===== config.mk =====
export PLATFORM = sky130hd
export DESIGN_NAME = packet_snapshot
export DESIGN_NICKNAME = d
export VERILOG_FILES = /design/src/imu_link_pkg.sv /design/src/packet_snapshot.sv
export SDC_FILE = /design/constraint.sdc
export NUM_CORES = 1
export LEC_CHECK = 0
export ABC_AREA = 1
export BUFFER_PORTS_ARGS = -buffer_cell sky130_fd_sc_hd__buf_2
export CORE_ASPECT_RATIO = 1.2
export CORE_UTILIZATION = 35
export DETAILED_ROUTE_END_ITERATION = 7
export MAX_ROUTING_LAYER = met4
export PLACE_DENSITY = 0.68
export REMOVE_ABC_BUFFERS = 1
export SLEW_MARGIN = 10
export SYNTH_ARGS = -nofsm -noshare
export SYNTH_HDL_FRONTEND = slang
export SYNTH_SLANG_ARGS = --single-unit

===== constraint.sdc =====
create_clock -name clk -period 1.4 [get_ports clk]
set_clock_uncertainty 0.15 [all_clocks]
set_input_delay 0.07 -clock clk [delete_from_list [all_inputs] [get_ports clk]]
set_output_delay 0.07 -clock clk [all_outputs]
set_load 0.02 [all_outputs]

===== src/imu_link_pkg.sv =====
package imu_link_pkg;

    // --------------------------------------------------
    // Packet geometry
    // --------------------------------------------------

    // Length of one transaction's payload, header and flags included
    localparam int packet_bytes = 16;

    // Width of an index into the byte view of the packet
    localparam int byte_index_w = $clog2(packet_bytes);

    // One more state than there are bytes, so the shifter can mark the packet as sent
    localparam int byte_count_w = $clog2(packet_bytes + 1);

    // First byte on the wire, lets the master find frame alignment
    localparam logic [7:0] header_byte = 8'hAA;

    // --------------------------------------------------
    // Sensor data types
    // --------------------------------------------------

    // One sensor reading in two's complement
    // Field order matches the order on the wire, most significant first
    typedef struct packed {
        logic signed [15:0] quat_w;
        logic signed [15:0] quat_x;
        logic signed [15:0] quat_y;
        logic signed [15:0] quat_z;
        logic signed [15:0] gyro_x;
        logic signed [15:0] gyro_y;
        logic signed [15:0] gyro_z;
    } imu_sample_t;

    // Flags byte sent last in the packet
    // Quaternion valid sits in bit 0 and gyroscope valid in bit 1
    typedef struct packed {
        logic [5:0] reserved;
        logic       gyro_valid;
        logic       quat_valid;
    } imu_flags_t;

    // Named view of the frame, header in the top byte
    typedef struct packed {
        logic [7:0]  header;
        imu_sample_t sample;
        imu_flags_t  flags;
    } imu_packet_fields_t;

    // The same 128 bits seen as fields when assembled and as bytes when shifted
    // Index 0 of the byte view is the most significant byte, so it lines up with the header
    typedef union packed {
        imu_packet_fields_t           fields;
        logic [0:packet_bytes-1][7:0] bytes;
    } imu_packet_t;

endpackage


===== src/packet_snapshot.sv =====
`timescale 1ns/10ps

module packet_snapshot (
    input  logic                      clk,
    input  logic                      cs_n,
    input  imu_link_pkg::imu_sample_t sample_reg,
    input  imu_link_pkg::imu_flags_t  flags_sync,
    output imu_link_pkg::imu_packet_t packet
);
    import imu_link_pkg::*;

    // --------------------------------------------------
    // Snapshot registers
    // --------------------------------------------------

    // Sample held for the duration of one SPI transaction
    imu_sample_t snap_sample;

    // Flags held alongside the sample
    imu_flags_t  snap_flags;

    // While cs_n is high the snapshot tracks the capture stage on every clk edge
    // While cs_n is low nothing loads, so the frame is frozen for the whole transfer
    // The shifter runs on sck and reads the packet bits without any synchronizer
    // This is safe because the bits cannot move while the master is clocking
    // cs_n itself reaches this block unsynchronized
    // A metastable load enable only matters if the data changes at the same edge,
    // and the sample is required to be stable for several cycles before cs_n falls
    always_ff @(posedge clk) begin
        if (cs_n) begin
            snap_sample <= sample_reg;
            snap_flags  <= flags_sync;
        end
    end

    // --------------------------------------------------
    // Frame assembly
    // --------------------------------------------------

    // The frame is built through the named view of the union
    // The shifter reads the same bits back through the byte view
    // Header comes first, then w, x, y, z, then gyroscope x, y, z, then flags
    always_comb begin
        packet.fields.header = header_byte;
        packet.fields.sample = snap_sample;
        packet.fields.flags  = snap_flags;
    end

    // Byte layout as seen by the master
    //   byte 0        header
    //   bytes 1 to 8  quaternion, high byte first for each word
    //   bytes 9 to 14 gyroscope, high byte first for each word
    //   byte 15       flags
    // Every field is a whole number of bytes, so no word straddles a byte boundary
    // and the byte view can hand out complete bytes without any realignment

    // The header is a constant and is also preloaded by the shifter under reset
    // Carrying it in the frame as well keeps the byte view complete for checking

endmodule


==> qor.yml, run 1 <==
clock_network:
  h-tree-depth: 4
  numCtsBuffers: 17
  ctsRootBufferMaster: "clkbuf_16"
  clock_path_buffers: 2
  clock-sinks: 120
  cts.hold.buffers_added: 106
  cts-resized-gates: 0
  post_cts_buffers: 0
yosys:
  synth_area_leaders: "edfxtp_1 98%, buf_4 1.6%, conb_1 0.20%"
  ys.flop_type: "edfxtp_1"
  async_flop_share: 0
  yosysMostFrequentCell: "edfxtp_1"
  yosysWarnings: 0
  synthCells: 130
  avgSynthCellArea_sq_um: 28.24
  yosysTopAreaCellShare: 0.9816
  syn-cell-area_sq_um: 3671
  synth_top_cells_by_count: "120 x edfxtp_1, 8 x buf_4, 2 x conb_1"
  synth_largest_area_cell: "edfxtp_1"
  synth-seq-cells: 120
  synth_edf_count: 120
  synth_cell_types: 3
  yosysSeqAreaShare: 0.9816
die:
  die-width_um: 95.49
  die_h_um: 114.2
  row_count: 40
  initial_core_util: 0.3631
  ios: 250
place:
  gp_congestion: 0.8022
  place_ws_ns: 0.3345
  io_buffers: 241
status:
  firstError: "[ERROR RSZ-0060] Max buffer count reached."
  lastStage: "clock tree synthesis (4_1_cts)"
  status: "did not finish"
==> kinds of logic after synthesis <==
kind of cell | count (synthesis) | share of synthesized area
flops | 120 | 0.9816
other cells | 2 | 0.002046
buf+inv | 8 | 0.01636
==> through the flow <==
step / cells / cell area, sq um
2_1_floorplan: 128 / 3633
3_3_place_gp: 497 / 5040
3_5_place_dp: 497 / 5040
==> run 2, diff against run 1 <==
--- a/config.mk
+++ b/config.mk
@@ -7,11 +7,9 @@
 export LEC_CHECK = 0
 export ABC_AREA = 1
 export BUFFER_PORTS_ARGS = -buffer_cell sky130_fd_sc_hd__buf_2
-export CORE_ASPECT_RATIO = 1.2
-export CORE_UTILIZATION = 35
+export CORE_UTILIZATION = 20
 export DETAILED_ROUTE_END_ITERATION = 7
-export MAX_ROUTING_LAYER = met4
-export PLACE_DENSITY = 0.68
+export PLACE_DENSITY_LB_ADDON = 0.15
 export REMOVE_ABC_BUFFERS = 1
 export SLEW_MARGIN = 10
 export SYNTH_ARGS = -nofsm -noshare
==> run 2 against run 1 <==
Effect of this change:
- synthesized cell count unchanged
- synthesized area stayed put
- the flow now finishes without violations
==> qor.yml, run 2 <==
worst_setup_path:
  crit_type: "reg2out"
  path_buf_inv: 1
  worst_ep_required_time_ns: 1.18
  setup.worst_path.end_class: "primary output"
  start_kind: "flop"
  crit_chain: "buf_2"
  cp_max_fo: 1
  cp_slowest_cell: "edfxtp_1"
  critPathTopFamily: "flip-flops"
  critPathMaxStageDelay_ns: 0.38
  crit_arrival_ns: 0.96
yosys:
  yosysWarnings: 0
  syn-cell-area_sq_um: 3671
  synth-seq-cells: 120
  synth_largest_area_cell: "edfxtp_1"
  synthCells: 130
  yosysSeqAreaShare: 0.9816
  ys.flop_type: "edfxtp_1"
  yosysMostFrequentCell: "edfxtp_1"
  synth_edf_count: 120
  async_flop_share: 0
  synth_cell_types: 3
  synth_top_cells_by_count: "120 x edfxtp_1, 8 x buf_4, 2 x conb_1"
  avgSynthCellArea_sq_um: 28.24
  yosysTopAreaCellShare: 0.9816
  synth_area_leaders: "edfxtp_1 98%, buf_4 1.6%, conb_1 0.20%"
worst_hold_path:
  min_path_type: "in2reg"
final_layout:
  diodes: 0
  nets: 632
  area_delta_synth_final_pct: 89.67
  largest_register_ffs: 120
  drive_gt1_frac: 0.5105
  final_cell_mix: "240 x buf_2, 120 x dlygate4sd3_1, 120 x edfxtp_1"
  n_fill_cell: 1734
  final_common_cell: "buf_2"
  fin_util: 0.3876
sta:
  post-route-period-util: 0.8415
  max_clock_freq_ghz: 0.8488
  finalSetupViolations: 0
  finalMaxSlewViolations: 0
  min_period_ns: 1.178
  rsz0062_at_grt: "no"
  hold_viol_final: 0
  tns_ns: 0
clock_network:
  cts.hold.buffers_added: 120
  clock-sinks: 120
  cts_tree: "yes"
  post_cts_buffers: 0
  numCtsBuffers: 17
  h-tree-depth: 4
  ctsRootBufferMaster: "clkbuf_16"
  clk_pin_slew_ns: 0.05
  cts-resized-gates: 0
  clock_path_buffers: 2
die:
  dieArea_sq_um: 18900
  coreArea_sq_um: 17960
  initial_core_util: 0.2044
  die_h_um: 137.5
  die-width_um: 137.5
  ios: 250
  row_count: 49
place:
  gp_congestion: 0.6700
  io_buffers: 241
  place_hpwl_mm: 6.586
pwr:
  p_int_mw: 7.738
  pwr-share-comb: 0.118
  vdd_drop_max_uv: 741.3
  p_sw_frac: 0.2222
  seqPwrFrac: 0.436
  power_density_nw_per_um2: 1429
  p_clk_frac: 0.446
  p_leak_nw: 2.955
  p_sw_mw: 2.210
route:
  route.met3.wl_um: 915
  via_per_inst: 3.548
  drt_pass1_iterations: 4
  drtIter0Drc: 100
  met1_length_mm: 3.603
  ant_nets: 0
  vias: 2668
  routed_wl_mm: 9.867
  wl_met2_mm: 5.215
  drc: 0
  routed.top_layer: "met4"
  wl_per_cell_um: 13.12
status:
  status: "finished, final reports clean"
global_routing:
  gr-usage-all-layers: 0.1051
  grt_pass1_vias: 2829
  antenna_found_initial: 0
  grt_pass1_wl_mm: 14.13
  grt-ovfl-total: 0
  grt_start_max_net_pins: 73
run:
  maxCapViolations: 0
[run 2: cell counts after synthesis]
Identical to the previous run, type by type.
[run 2: logic make-up after synthesis]
| logic type | synth area share |
|---|---|
| other cells | 0.002046 |
| buf+inv | 0.01636 |
| flops | 0.9816 |
[run 2: power groups by stage]
stage               Sequential, mW  Combinational (mW)  Clock (mW)
floorplan                     4.80              0.0185           0
global placement              4.40               0.920           0
detailed placement            4.41               0.923           0
CTS                           4.34                1.19        4.58
global route                  4.37                1.26        4.74
finish                        4.34                1.18        4.43
[run 2: final cells by class]
class / count / area (sq um) / share of cell area
Clock inverter: 12 / 156.4 / 0.02246
Timing Repair Buffer: 363 / 2450 / 0.3518
Sequential cell: 120 / 3603 / 0.5175
Multi-Input combinational cell: 8 / 30.03 / 0.004313
Tap cell: 229 / 286.5 / 0.04115
Clock buffer: 20 / 436.7 / 0.06271
[run 2: metrics by stage]
| stage | std cells | power, mW | area [sq um] | setup slack [ns] | hold WS [ns] |
|---|---|---|---|---|---|
| after floorplan | 128 | 4.814 | 3633 | 0.7305 | 0.01887 |
| after global placement | 600 | 5.323 | 5169 | 0.3416 | 0.09661 |
| after detailed placement | 600 | 5.332 | 5169 | 0.3297 | 0.09809 |
| after CTS | 752 | 10.11 | 6963 | 0.1973 | 0.02093 |
| after global routing | 752 | 10.36 | 6963 | 0.1599 | 0.01613 |
| final | 752 | 9.948 | 6963 | 0.2218 | 0.02233 |
[run 2: layer usage]
layer | global-route usage | vias to the layer above
met5 | 0 | -
met4 | 0.05128 | 0
met3 | 0.05408 | 10
met2 | 0.1767 | 138
met1 | 0.1070 | 1251
li1 | - | 1269
[run 2: path summary, 6_finish.rpt]
| check | slack, ns | cells past startpoint | end | from |
|---|---|---|---|---|
| max | 0.22 | 1 | packet[28] | packet[28] |
| min | 0.02 | 2 | packet[86] | cs_n |
Note: power is estimated with default switching activity, not from simulation.
==> run 3, diff against run 2 <==
==> constraint.sdc (replaced) <==
create_clock -name clk -period 1.2 [get_ports clk]
set_clock_uncertainty 0.15 [all_clocks]
set_input_delay 0.06 -clock clk [delete_from_list [all_inputs] [get_ports clk]]
set_output_delay 0.06 -clock clk [all_outputs]
set_load 0.02 [all_outputs]
==> run 3 against run 2 <==
Effect of this change:
- cell area rose by 2.5%
- core utilization up 0.96 points
- clock power up 16%
- combinational power is 23% higher
- first-iteration DRC count down 49%
- non-clock buffer count up 2
- global-route usage about the same
- via count grew 0.22%
- die area unchanged
- cell count up 0.13%
- clock-buffer cell count decreased by 2
- sequential power rose by 17%
- largest power group unchanged
- highest routed layer unchanged
==> qor.yml, run 3 (synthesis results as in run 2) <==
place:
  gp_congestion: 0.6668
  place_hpwl_mm: 6.679
  place_ws_ns: 0.1706
  io_buffers: 241
final_layout:
  fin_util: 0.3972
  n_fill_cell: 1705
  area_delta_synth_final_pct: 94.38
  regArea_sq_um: 3603
  largest_register_ffs: 120
  final_cell_mix: "214 x buf_2, 121 x dlygate4sd3_1, 120 x edfxtp_1"
  multi_input_area_sq_um: 30.03
  final_common_cell: "buf_2"
  diodes: 0
  nets: 634
  drive_gt1_frac: 0.5153
worst_setup_path:
  critPathTopFamily: "flip-flops"
  start_kind: "flop"
  crit_cells: 1
  crit_type: "reg2out"
  path_buf_inv: 1
  crit_arrival_ns: 0.98
  worst_ep_required_time_ns: 0.99
  setup.worst_path.end_class: "primary output"
  cp_slowest_cell: "edfxtp_1"
  critPathMaxStageDelay_ns: 0.41
  cp_max_fo: 1
  crit_chain: "buf_6"
worst_hold_path:
  min_delay_path_depth: 2
  min_path_type: "in2reg"
pwr:
  vdd_drop_max_uv: 875.2
  pwr-share-comb: 0.124
  p_leak_nw: 3.025
  power_density_nw_per_um2: 1638
  p_sw_frac: 0.2221
  p_sw_mw: 2.595
  p_clk_frac: 0.441
  seqPwrFrac: 0.435
  p_int_mw: 9.092
die:
  die_h_um: 137.5
  row_count: 49
  ios: 250
  initial_core_util: 0.2044
  coreArea_sq_um: 17960
  dieArea_sq_um: 18900
  die-width_um: 137.5
sta:
  finalMaxSlewViolations: 0
  hold_viol_final: 0
  finalSetupViolations: 0
  min_period_ns: 1.185
  max_clock_freq_ghz: 0.8439
  post-route-period-util: 0.9875
  hold_ws_ns: 0.1997
  rsz0062_at_grt: "yes"
  setup_slack_ns: 0.01499
global_routing:
  antenna_found_initial: 0
  grt_pass1_vias: 2840
  grt_start_max_net_pins: 57
  grt-ovfl-total: 0
  grt_pass1_wl_mm: 14.08
  gr-usage-all-layers: 0.1047
route:
  vias: 2674
  drtIter0Drc: 51
  drt_pass1_iterations: 4
  ant_nets: 0
  wl_per_cell_um: 13.22
  drc: 0
  routed_wl_mm: 9.954
  via_per_inst: 3.551
clock_network:
  clk_pin_slew_ns: 0.05
  numCtsBuffers: 17
  ctsRootBufferMaster: "clkbuf_16"
  clock_path_buffers: 2
  clock-sinks: 120
  cts_tree: "yes"
  h-tree-depth: 4
run:
  maxCapViolations: 0
status:
  status: "finished, final reports clean"
-- run 3: per-layer routing --
layer	GRT usage	vias up	wire, um
li1	-	1271	-
met1	0.1048	1256	3605
met5	0	-	0
met4	0.04945	0	134
met3	0.05592	10	883
met2	0.1773	137	5331
-- run 3: path summary, 6_finish.rpt --
| kind | startpoint | endpoint | slack, ns |
|---|---|---|---|
| max | packet[80] | packet[80] | 0.01 |
| min | sample_reg[62] | packet[70] | 0.20 |
-- run 3: layout make-up --
type,count,share of cell area
flip-flops and latches,120,0.5050
clock inverters,13,0.02244
repair buffers,365,0.3681
multi-input cells,8,0.004208
clock buffers,18,0.06014
well taps,229,0.04015
-- run 3: timing repair --
item                                   in CTS  in global routing
endpoints found under the hold margin     123                  0
hold buffers                              121                  0
setup endpoints to repair                   0                 28
setup buffers                               0                  0
resized for setup                           0                 52
-- run 3: stage by stage --
step	power, mW	cells	TNS [ns]	area [sq um]
final	11.69	753	0	7136
after global routing	12.15	753	-0.1503	7136
after CTS	11.79	753	0	6977
after detailed placement	6.225	601	0	5176
after global placement	6.214	601	0	5176
after floorplan	5.616	128	0	3633
-- run 3: power by group through the flow --
| stage | Sequential (mW) | Clock, mW | Combinational (mW) |
|---|---|---|---|
| final | 5.08 | 5.15 | 1.45 |
| after global routing | 5.11 | 5.49 | 1.55 |
| after CTS | 5.06 | 5.34 | 1.39 |
| after detailed placement | 5.14 | 0 | 1.08 |
| after global placement | 5.14 | 0 | 1.08 |
| after floorplan | 5.59 | 0 | 0.0216 |
